File: src/source/mmu_pkg.sv
// sv39 mmu widths, vector typedefs, privilege levels, exception causes and tlb size
package mmu_pkg;

    // ------------------------------
    // address and id widths
    // ------------------------------
    // virtual address, sv39
    localparam int unsigned VLEN  = 39;
    // physical address
    localparam int unsigned PLEN  = 56;
    // physical page number, PLEN minus the 12 bit page offset
    localparam int unsigned PPNW  = 44;
    // virtual page number, three 9 bit levels
    localparam int unsigned VPNW  = 27;
    localparam int unsigned ASIDW = 4;

    // default entry count of each tlb
    localparam int unsigned TLB_ENTRIES = 4;

    // ------------------------------
    // vector types
    // ------------------------------
    typedef logic [VLEN-1:0]  vaddr_t;
    typedef logic [PLEN-1:0]  paddr_t;
    typedef logic [PPNW-1:0]  ppn_t;
    // [26:18] level 2, [17:9] level 1, [8:0] level 0
    typedef logic [VPNW-1:0]  vpn_t;
    typedef logic [ASIDW-1:0] asid_t;

    // privilege level, encoding as in mstatus.mpp
    typedef logic [1:0] priv_lvl_t;
    localparam priv_lvl_t PRIV_U = 2'd0;
    localparam priv_lvl_t PRIV_S = 2'd1;
    localparam priv_lvl_t PRIV_M = 2'd3;

    // ------------------------------
    // exception causes (mcause codes)
    // ------------------------------
    typedef logic [3:0] exc_cause_t;
    localparam exc_cause_t CAUSE_INSTR_ACCESS = 4'd1;
    localparam exc_cause_t CAUSE_INSTR_PAGE   = 4'd12;
    localparam exc_cause_t CAUSE_LOAD_PAGE    = 4'd13;
    localparam exc_cause_t CAUSE_STORE_PAGE   = 4'd15;

endpackage

File: src/source/tlb_if.sv
// tlb lookup interface and tlb refill interface
`timescale 1ns/1ps

// one lookup from a translator, answered combinationally by the tlb
interface tlb_lookup_if import mmu_pkg::*; ();
    // request side
    logic   access;
    vaddr_t vaddr;
    asid_t  asid;
    // answer side, same cycle
    logic   hit;
    ppn_t   ppn;
    logic   is_2m;
    logic   is_1g;
    // pte flags of the hitting entry
    logic   u;
    logic   w;
    logic   d;

    modport requester (output access, vaddr, asid,
                       input  hit, ppn, is_2m, is_1g, u, w, d);
    modport responder (input  access, vaddr, asid,
                       output hit, ppn, is_2m, is_1g, u, w, d);
endinterface

// refill of one tlb entry, valid is a single cycle strobe
interface tlb_update_if import mmu_pkg::*; ();
    logic  valid;
    vpn_t  vpn;
    asid_t asid;
    ppn_t  ppn;
    logic  is_2m;
    logic  is_1g;
    logic  u;
    logic  w;
    logic  d;

    modport source (output valid, vpn, asid, ppn, is_2m, is_1g, u, w, d);
    modport sink   (input  valid, vpn, asid, ppn, is_2m, is_1g, u, w, d);
endinterface

File: src/source/tlb.sv
// fully associative tlb with superpage match, asid, flush and round-robin refill
`timescale 1ns/1ps

module tlb import mmu_pkg::*; #(
    parameter int unsigned NUM_ENTRIES = TLB_ENTRIES
) (
    input  logic            clk_i,
    input  logic            rst_ni,
    input  logic            flush_i,
    tlb_lookup_if.responder lu,
    tlb_update_if.sink      upd
);

    localparam int unsigned IDX_W = (NUM_ENTRIES > 1) ? $clog2(NUM_ENTRIES) : 1;

    // entry array
    logic [NUM_ENTRIES-1:0] valid_q;
    vpn_t                   vpn_q  [NUM_ENTRIES];
    asid_t                  asid_q [NUM_ENTRIES];
    ppn_t                   ppn_q  [NUM_ENTRIES];
    logic [NUM_ENTRIES-1:0] is_2m_q;
    logic [NUM_ENTRIES-1:0] is_1g_q;
    logic [NUM_ENTRIES-1:0] u_q;
    logic [NUM_ENTRIES-1:0] w_q;
    logic [NUM_ENTRIES-1:0] d_q;

    // next entry to be overwritten
    logic [IDX_W-1:0]       rr_q;
    logic [NUM_ENTRIES-1:0] match;

    // ------------------------------
    // parallel compare
    // ------------------------------
    always_comb begin : match_entries
        for (int i = 0; i < NUM_ENTRIES; i++) begin
            // level 2 always compared, lower levels only below the page size
            match[i] = valid_q[i] && (asid_q[i] == lu.asid)
                    && (vpn_q[i][26:18] == lu.vaddr[38:30])
                    && (is_1g_q[i]
                        || ((vpn_q[i][17:9] == lu.vaddr[29:21])
                            && (is_2m_q[i] || (vpn_q[i][8:0] == lu.vaddr[20:12]))));
        end
    end

    always_comb begin : select_hit
        lu.ppn   = '0;
        lu.is_2m = 1'b0;
        lu.is_1g = 1'b0;
        lu.u     = 1'b0;
        lu.w     = 1'b0;
        lu.d     = 1'b0;
        // walk downwards so the lowest matching index wins
        for (int i = NUM_ENTRIES - 1; i >= 0; i--) begin
            if (match[i]) begin
                lu.ppn   = ppn_q[i];
                lu.is_2m = is_2m_q[i];
                lu.is_1g = is_1g_q[i];
                lu.u     = u_q[i];
                lu.w     = w_q[i];
                lu.d     = d_q[i];
            end
        end
        lu.hit = lu.access && (|match);
    end

    // ------------------------------
    // refill and flush
    // ------------------------------
    always_ff @(posedge clk_i or negedge rst_ni) begin
        if (!rst_ni) begin
            valid_q <= '0;
            rr_q    <= '0;
        end else if (flush_i) begin
            valid_q <= '0;
            rr_q    <= '0;
        end else if (upd.valid) begin
            valid_q[rr_q] <= 1'b1;
            // advance and wrap, even when the page was already present
            rr_q <= (rr_q == IDX_W'(NUM_ENTRIES - 1)) ? '0 : rr_q + 1'b1;
        end
    end

    // entry contents, qualified by valid_q
    always_ff @(posedge clk_i) begin
        if (upd.valid) begin
            vpn_q[rr_q]   <= upd.vpn;
            asid_q[rr_q]  <= upd.asid;
            ppn_q[rr_q]   <= upd.ppn;
            is_2m_q[rr_q] <= upd.is_2m;
            is_1g_q[rr_q] <= upd.is_1g;
            u_q[rr_q]     <= upd.u;
            w_q[rr_q]     <= upd.w;
            d_q[rr_q]     <= upd.d;
        end
    end

endmodule

File: src/source/fetch_xlate.sv
// same-cycle instruction fetch translation with access and page fault checks
`timescale 1ns/1ps

module fetch_xlate import mmu_pkg::*; (
    input  logic             enable_translation_i,
    input  priv_lvl_t        priv_lvl_i,
    input  logic             fetch_req_i,
    input  vaddr_t           fetch_vaddr_i,
    input  asid_t            asid_i,
    tlb_lookup_if.requester  itlb,
    output logic             fetch_valid_o,
    output paddr_t           fetch_paddr_o,
    output logic             fetch_exc_valid_o,
    output exc_cause_t       fetch_exc_cause_o,
    output vaddr_t           fetch_exc_tval_o
);

    logic iaccess_err;
    logic non_canonical;

    // every fetch request goes straight to the itlb
    assign itlb.access = fetch_req_i;
    assign itlb.vaddr  = fetch_vaddr_i;
    assign itlb.asid   = asid_i;

    // U on a supervisor page, or S on a user page
    assign iaccess_err = ((priv_lvl_i == PRIV_U) && !itlb.u)
                      || ((priv_lvl_i == PRIV_S) && itlb.u);

    // the two sign bits at the top of the 39 bit address must agree
    assign non_canonical = !((&fetch_vaddr_i[VLEN-1:VLEN-2])
                          || !(|fetch_vaddr_i[VLEN-1:VLEN-2]));

    assign fetch_exc_tval_o = fetch_vaddr_i;

    always_comb begin : fetch_path
        // translation off: pass through, zero-extended
        fetch_valid_o     = fetch_req_i;
        fetch_paddr_o     = {{(PLEN-VLEN){1'b0}}, fetch_vaddr_i};
        fetch_exc_valid_o = 1'b0;
        fetch_exc_cause_o = '0;

        if (enable_translation_i) begin
            // 4k page, then splice the offset bits of superpages
            fetch_paddr_o = {itlb.ppn, fetch_vaddr_i[11:0]};
            if (itlb.is_2m) begin
                fetch_paddr_o[20:12] = fetch_vaddr_i[20:12];
            end
            if (itlb.is_1g) begin
                fetch_paddr_o[29:12] = fetch_vaddr_i[29:12];
            end
            // miss holds valid low until a refill
            fetch_valid_o = itlb.hit;

            // access fault does not depend on the tlb answer
            if (fetch_req_i && non_canonical) begin
                fetch_exc_valid_o = 1'b1;
                fetch_exc_cause_o = CAUSE_INSTR_ACCESS;
            end
            // page fault takes priority
            if (itlb.hit && iaccess_err) begin
                fetch_exc_valid_o = 1'b1;
                fetch_exc_cause_o = CAUSE_INSTR_PAGE;
            end
        end
    end

endmodule

File: src/source/lsu_xlate.sv
// load/store translation, registered for one cycle, with page fault checks
`timescale 1ns/1ps

module lsu_xlate import mmu_pkg::*; (
    input  logic             clk_i,
    input  logic             rst_ni,
    input  logic             en_ld_st_translation_i,
    input  priv_lvl_t        ld_st_priv_lvl_i,
    input  logic             sum_i,
    input  logic             lsu_req_i,
    input  vaddr_t           lsu_vaddr_i,
    input  logic             lsu_is_store_i,
    input  asid_t            asid_i,
    tlb_lookup_if.requester  dtlb,
    output logic             lsu_dtlb_hit_o,
    output logic             lsu_valid_o,
    output paddr_t           lsu_paddr_o,
    output logic             lsu_exc_valid_o,
    output exc_cause_t       lsu_exc_cause_o,
    output vaddr_t           lsu_exc_tval_o
);

    // cycle 1 copy of the request and the dtlb answer
    logic   req_q;
    logic   hit_q;
    vaddr_t vaddr_q;
    logic   is_store_q;
    ppn_t   ppn_q;
    logic   is_2m_q;
    logic   is_1g_q;
    logic   u_q;
    logic   w_q;
    logic   d_q;

    logic   daccess_err;

    // ------------------------------
    // cycle 0, lookup
    // ------------------------------
    assign dtlb.access = lsu_req_i;
    assign dtlb.vaddr  = lsu_vaddr_i;
    assign dtlb.asid   = asid_i;

    // always a hit when nothing is translated
    assign lsu_dtlb_hit_o = en_ld_st_translation_i ? dtlb.hit : 1'b1;

    always_ff @(posedge clk_i or negedge rst_ni) begin
        if (!rst_ni) begin
            req_q <= 1'b0;
            hit_q <= 1'b0;
        end else begin
            req_q <= lsu_req_i;
            hit_q <= dtlb.hit;
        end
    end

    always_ff @(posedge clk_i) begin
        vaddr_q    <= lsu_vaddr_i;
        is_store_q <= lsu_is_store_i;
        ppn_q      <= dtlb.ppn;
        is_2m_q    <= dtlb.is_2m;
        is_1g_q    <= dtlb.is_1g;
        u_q        <= dtlb.u;
        w_q        <= dtlb.w;
        d_q        <= dtlb.d;
    end

    // ------------------------------
    // cycle 1, response
    // ------------------------------
    // S without SUM on a user page, or U on a supervisor page
    assign daccess_err = ((ld_st_priv_lvl_i == PRIV_S) && !sum_i && u_q)
                      || ((ld_st_priv_lvl_i == PRIV_U) && !u_q);

    assign lsu_exc_tval_o = vaddr_q;

    always_comb begin : lsu_response
        lsu_valid_o     = req_q;
        lsu_paddr_o     = {{(PLEN-VLEN){1'b0}}, vaddr_q};
        lsu_exc_valid_o = 1'b0;
        lsu_exc_cause_o = '0;

        if (en_ld_st_translation_i) begin
            lsu_paddr_o = {ppn_q, vaddr_q[11:0]};
            if (is_2m_q) begin
                lsu_paddr_o[20:12] = vaddr_q[20:12];
            end
            if (is_1g_q) begin
                lsu_paddr_o[29:12] = vaddr_q[29:12];
            end
            lsu_valid_o = req_q && hit_q;

            if (req_q && hit_q) begin
                // stores also need the write and dirty bits
                if (is_store_q) begin
                    if (daccess_err || !w_q || !d_q) begin
                        lsu_exc_valid_o = 1'b1;
                        lsu_exc_cause_o = CAUSE_STORE_PAGE;
                    end
                end else if (daccess_err) begin
                    lsu_exc_valid_o = 1'b1;
                    lsu_exc_cause_o = CAUSE_LOAD_PAGE;
                end
            end
        end
    end

endmodule

File: src/source/mmu.sv
// sv39 mmu top with instruction and data tlbs, both translators and refill steering
`timescale 1ns/1ps

module mmu import mmu_pkg::*; (
    input  logic       clk_i,
    input  logic       rst_ni,
    input  logic       flush_i,
    input  logic       enable_translation_i,
    input  logic       en_ld_st_translation_i,
    input  priv_lvl_t  priv_lvl_i,
    input  priv_lvl_t  ld_st_priv_lvl_i,
    input  logic       sum_i,
    input  asid_t      asid_i,
    // instruction fetch
    input  logic       fetch_req_i,
    input  vaddr_t     fetch_vaddr_i,
    output logic       fetch_valid_o,
    output paddr_t     fetch_paddr_o,
    output logic       fetch_exc_valid_o,
    output exc_cause_t fetch_exc_cause_o,
    output vaddr_t     fetch_exc_tval_o,
    // load/store
    input  logic       lsu_req_i,
    input  vaddr_t     lsu_vaddr_i,
    input  logic       lsu_is_store_i,
    output logic       lsu_dtlb_hit_o,
    output logic       lsu_valid_o,
    output paddr_t     lsu_paddr_o,
    output logic       lsu_exc_valid_o,
    output exc_cause_t lsu_exc_cause_o,
    output vaddr_t     lsu_exc_tval_o,
    // tlb refill
    input  logic       upd_valid_i,
    input  logic       upd_is_instr_i,
    input  vpn_t       upd_vpn_i,
    input  asid_t      upd_asid_i,
    input  ppn_t       upd_ppn_i,
    input  logic       upd_is_2m_i,
    input  logic       upd_is_1g_i,
    input  logic       upd_u_i,
    input  logic       upd_w_i,
    input  logic       upd_d_i
);

    tlb_lookup_if itlb_lu ();
    tlb_lookup_if dtlb_lu ();
    tlb_update_if itlb_upd ();
    tlb_update_if dtlb_upd ();

    // ------------------------------
    // refill steering
    // ------------------------------
    // only the strobe is split, the entry fields go to both tlbs
    assign itlb_upd.valid = upd_valid_i && upd_is_instr_i;
    assign dtlb_upd.valid = upd_valid_i && !upd_is_instr_i;

    assign itlb_upd.vpn   = upd_vpn_i;
    assign itlb_upd.asid  = upd_asid_i;
    assign itlb_upd.ppn   = upd_ppn_i;
    assign itlb_upd.is_2m = upd_is_2m_i;
    assign itlb_upd.is_1g = upd_is_1g_i;
    assign itlb_upd.u     = upd_u_i;
    assign itlb_upd.w     = upd_w_i;
    assign itlb_upd.d     = upd_d_i;

    assign dtlb_upd.vpn   = upd_vpn_i;
    assign dtlb_upd.asid  = upd_asid_i;
    assign dtlb_upd.ppn   = upd_ppn_i;
    assign dtlb_upd.is_2m = upd_is_2m_i;
    assign dtlb_upd.is_1g = upd_is_1g_i;
    assign dtlb_upd.u     = upd_u_i;
    assign dtlb_upd.w     = upd_w_i;
    assign dtlb_upd.d     = upd_d_i;

    // ------------------------------
    // tlbs
    // ------------------------------
    tlb #(.NUM_ENTRIES(TLB_ENTRIES)) u_itlb (
        .clk_i   (clk_i),
        .rst_ni  (rst_ni),
        .flush_i (flush_i),
        .lu      (itlb_lu.responder),
        .upd     (itlb_upd.sink)
    );

    tlb #(.NUM_ENTRIES(TLB_ENTRIES)) u_dtlb (
        .clk_i   (clk_i),
        .rst_ni  (rst_ni),
        .flush_i (flush_i),
        .lu      (dtlb_lu.responder),
        .upd     (dtlb_upd.sink)
    );

    // ------------------------------
    // translators
    // ------------------------------
    fetch_xlate u_fetch_xlate (
        .enable_translation_i (enable_translation_i),
        .priv_lvl_i           (priv_lvl_i),
        .fetch_req_i          (fetch_req_i),
        .fetch_vaddr_i        (fetch_vaddr_i),
        .asid_i               (asid_i),
        .itlb                 (itlb_lu.requester),
        .fetch_valid_o        (fetch_valid_o),
        .fetch_paddr_o        (fetch_paddr_o),
        .fetch_exc_valid_o    (fetch_exc_valid_o),
        .fetch_exc_cause_o    (fetch_exc_cause_o),
        .fetch_exc_tval_o     (fetch_exc_tval_o)
    );

    lsu_xlate u_lsu_xlate (
        .clk_i                  (clk_i),
        .rst_ni                 (rst_ni),
        .en_ld_st_translation_i (en_ld_st_translation_i),
        .ld_st_priv_lvl_i       (ld_st_priv_lvl_i),
        .sum_i                  (sum_i),
        .lsu_req_i              (lsu_req_i),
        .lsu_vaddr_i            (lsu_vaddr_i),
        .lsu_is_store_i         (lsu_is_store_i),
        .asid_i                 (asid_i),
        .dtlb                   (dtlb_lu.requester),
        .lsu_dtlb_hit_o         (lsu_dtlb_hit_o),
        .lsu_valid_o            (lsu_valid_o),
        .lsu_paddr_o            (lsu_paddr_o),
        .lsu_exc_valid_o        (lsu_exc_valid_o),
        .lsu_exc_cause_o        (lsu_exc_cause_o),
        .lsu_exc_tval_o         (lsu_exc_tval_o)
    );

endmodule

File: config.mk
export PLATFORM = sky130hd
export DESIGN_NAME = mmu
export DESIGN_NICKNAME = d
export VERILOG_FILES = /design/src/source/mmu_pkg.sv /design/src/source/tlb_if.sv /design/src/source/tlb.sv /design/src/source/fetch_xlate.sv /design/src/source/lsu_xlate.sv /design/src/source/mmu.sv
export SDC_FILE = /design/constraint.sdc
export NUM_CORES = 1
export LEC_CHECK = 0
export BUFFER_PORTS_ARGS = -buffer_cell sky130_fd_sc_hd__buf_4
export CAP_MARGIN = 10
export CORE_AREA = 2 2 274 276
export DETAILED_ROUTE_END_ITERATION = 8
export DIE_AREA = 0 0 276 278
export PLACE_DENSITY_LB_ADDON = 0.15
export SLEW_MARGIN = 10
export SYNTH_ARGS = -nofsm -noshare
export SYNTH_HDL_FRONTEND = slang
export SYNTH_SLANG_ARGS = --single-unit
File: constraint.sdc
create_clock -name clk_i -period 3.8 [get_ports clk_i]
set_input_delay 0.38 -clock clk_i [delete_from_list [all_inputs] [get_ports clk_i]]
set_output_delay 0.38 -clock clk_i [all_outputs]
set_load 0.005 [all_outputs]
==> results.sh <==
export IMPL_maxCapViolCount=0
export IMPL_grt_pass1_vias=18240
export IMPL_drive_gt1_frac=0.3177
export IMPL_period_needed_ns=3.992
export IMPL_hold_viol=0
export IMPL_final_util=0.5152
export IMPL_synth_seq_cells=735
export IMPL_finalSetupTns_ns=-2.761
export IMPL_powerDensity_mw_per_mm2=462.5
export IMPL_fp_coreArea_sq_mm=0.07382
export IMPL_violations="design-rule violations, negative setup slack"
export IMPL_viasPerCell=5.145
export IMPL_crit_fanout=5
export IMPL_ios=380
export IMPL_io_buffers=342
export IMPL_diodes=0
export IMPL_max_slew_margin=0.4643
export IMPL_drt_first_pass_iters=7
export IMPL_final_cells=3534
export IMPL_dieArea_sq_mm=0.07673
export IMPL_ys_types=56
export IMPL_drt_antenna_violating_nets=0
export IMPL_grt_pass1_wl_mm=120.4
export IMPL_ys_seq_area_frac=0.7231
export IMPL_synth_edf_count=632
export IMPL_maxSlewViolCount=0
export IMPL_yosys_area_top_type="edfxtp_1"
export IMPL_endpoint_kind="primary output"
export IMPL_path_clk_slew_ns=0.06
export IMPL_outcome="finished, violations left"
export IMPL_row_count=100
export IMPL_final_cell_area_sq_mm=0.03803
export IMPL_syn_num_nets=2202
export IMPL_critical_path_class="reg -> out"
export IMPL_cts_tree="yes"
export IMPL_setup_viol_count_final=25
export IMPL_synthCells=2017
export IMPL_drc=22
export IMPL_nNetsFinal=2684
export IMPL_clock_skew_ns=0.03313
export IMPL_power_leakage_nw=13.59
export IMPL_use_met2=0.3447
export IMPL_syn_area_sq_mm=0.02919
export IMPL_place_gp_congestion=0.8657
export IMPL_vias=18180
export IMPL_preCtsSetupSlack_ns=-0.1368
export IMPL_n_fill_cell=6137
export IMPL_dr_first_iter_drc_count=1573
export IMPL_dpl_cell_area_sq_mm=0.03303
export IMPL_setup_slack_ns=-0.1921
export IMPL_grt_max_degree=80
export IMPL_hpwlAfterDp_mm=53.67
export IMPL_dp_cells=3246
export IMPL_finalPower_mw=17.59
export IMPL_antenna_found_initial=5
export IMPL_grt_met3_usage=0.03677
export IMPL_routedWlPerCell_microns=23.48
export IMPL_synthToLayoutAreaGrowth_pct=30.27
export IMPL_hold_path_class="in -> reg"
export IMPL_regArea_sq_mm=0.02111
export IMPL_use_met1=0.2931
export IMPL_period_share=1.051
export IMPL_grt_setup_unrepaired="true"
export IMPL_multi_input_area_sq_mm=0.007996
export IMPL_drt_total_wl_mm=82.97
export IMPL_synth_top_area_frac=0.6501
export IMPL_worstPathArrival_ns=3.61
export IMPL_cts_sinks=735
export IMPL_cp_start_kind="flip-flop"
export IMPL_clockBufferDepth=3
export IMPL_worst_slew_pin_slew_ns=0.8035
export IMPL_vdd_drop_max_mv=0.2575
export IMPL_clockRootBuffer="clkbuf_16"
export IMPL_critical_path_required_ns=3.42
export IMPL_synthFlopType="edfxtp_1"
export IMPL_yosysWarnings=0
export IMPL_grt_overflow=0
export IMPL_avgSynthCellArea_sq_um=14.47
export IMPL_async_flop_share=0.01905
export IMPL_synthTopCellsByArea="edfxtp_1 65%, dfxtp_1 6.1%, xnor2_1 3.7%"
export IMPL_die_w_microns=276
export IMPL_max_freq_mhz=250.5
export IMPL_h_tree_depth=3
export IMPL_start_util=0.3955
export IMPL_worst_hold_slack_ns=0.03288
export IMPL_grt_usage=0.2113
export IMPL_die_h_microns=278
export IMPL_clk_latency_ns=0.64
export IMPL_cts_inserted_buffers=79
export IMPL_top_usage_layer="met2"
[where the power goes]
part,switching [mW],internal (mW)
clock network,3.21,4.33
registers,0.0578,8.94
logic,0.568,0.483
total,3.83,13.8
[path summary, 6_finish.rpt]
check | startpoint | end | slack (ns) | cells past startpoint
setup / recovery | u_itlb.asid_q[0][0]$_DFFE_PP_ | fetch_paddr_o[13] | -0.19 | 11
hold / removal | upd_ppn_i[5] | u_dtlb.ppn_q[0][5]$_DFFE_PP_ | 0.03 | 1
setup reg to reg | u_dtlb.vpn_q[3][18]$_DFFE_PP_ | u_lsu_xlate.ppn_q[17]$_DFF_P_ | 0.74 | 10
hold reg to reg | u_dtlb.ppn_q[0][13]$_DFFE_PP_ | u_lsu_xlate.ppn_q[13]$_DFF_P_ | 0.43 | 2
max in group asynchronous | rst_ni | u_lsu_xlate.hit_q$_DFF_PN0_ | 3.35 | 2
min in group asynchronous | rst_ni | u_itlb.valid_q[0]$_DFFE_PN0P_ | 0.19 | 2
[sequential cells by signal, summed over array words and instances, names as in the netlist, 16 cells and up]
| name | count |
|---|---|
| u_itlb.ppn_q | 176 |
| u_dtlb.asid_q | 16 |
| u_dtlb.vpn_q | 108 |
| u_dtlb.ppn_q | 176 |
| u_lsu_xlate.ppn_q | 44 |
| u_itlb.asid_q | 16 |
| u_itlb.vpn_q | 108 |
| u_lsu_xlate.lsu_exc_tval_o | 39 |
[what timing repair did]
action,in CTS,in global routing
hold buffers,110,0
resized for setup,75,114
pin swaps,28,54
gates cloned,2,5
buffers inserted,6,19
endpoints found under the hold margin,558,0
endpoints found under the setup margin,50,50
[cells in the final DEF (no fill, tap or decap), types with 50 or more instances in the layout]
master | netlist | routed
xor2_1 | 119 | 119
nand2_1 | 195 | 188
edfxtp_1 | 632 | 632
o21ai_0 | 68 | 50
xnor2_1 | 124 | 96
dfxtp_1 | 89 | 89
buf_4 | 69 | 413
dlygate4sd3_1 | 0 | 110
clkbuf_16 | 0 | 86
nand3_1 | 92 | 76
nor2_1 | 77 | 69
[cell usage after synthesis (all sizes together) (9+ instances only)]
library cell,instances
nor4,31
dfrtp,14
buf,95
edfxtp,632
a311o,20
or2,48
a211oi,10
xor2,119
nand2,195
nand4,41
nor3,15
a21oi,36
o31ai,9
and2,29
nor2,77
dfxtp,89
mux2,37
and3,17
a22oi,49
xnor2,131
nand3,92
o21ai,70
clkbuf,82
a31oi,22
[routing by layer]
layer / wire, microns / up-vias
li1: - / 8304
met1: 36360 / 9144
met2: 39570 / 626
met3: 5403 / 104
met4: 1619 / 4
met5: 17 / -
[final cells by class]
type | count | area share
inverters | 8 | 0.0007896
flip-flops and latches | 735 | 0.5551
repair buffers | 577 | 0.1348
multi-input cells | 1098 | 0.2103
clock buffers | 101 | 0.05685
well taps | 969 | 0.03188
clock inverters | 46 | 0.01030
[critical path, cell delays in order, from the launching register on]
cell and delay (ns):
edfxtp_1 0.40, xnor2_2 0.20, nand4_1 0.18, nor4_4 0.43
buf_4 0.18, or3b_4 0.40, and2_4 0.16, a211oi_4 0.19
buf_12 0.17, o311ai_4 0.19, mux2_4 0.37, buf_6 0.12
[cells by family (layout without fill, tap and decap cells)]
logic type      count (synthesis)  in the layout  share of synthesized area
flops                         735            735                     0.7231
simple gates                  555            555                    0.09172
xor+xnor                      250            250                    0.07680
compound gates                245            246                    0.05692
buf+inv                       185            732                    0.03326
mux                            38             38                    0.01462
fa+ha+maj                       8              8                   0.003429
other cells                     1              1                  0.0001285
No activity file was read; power rests on OpenSTA's default activity.
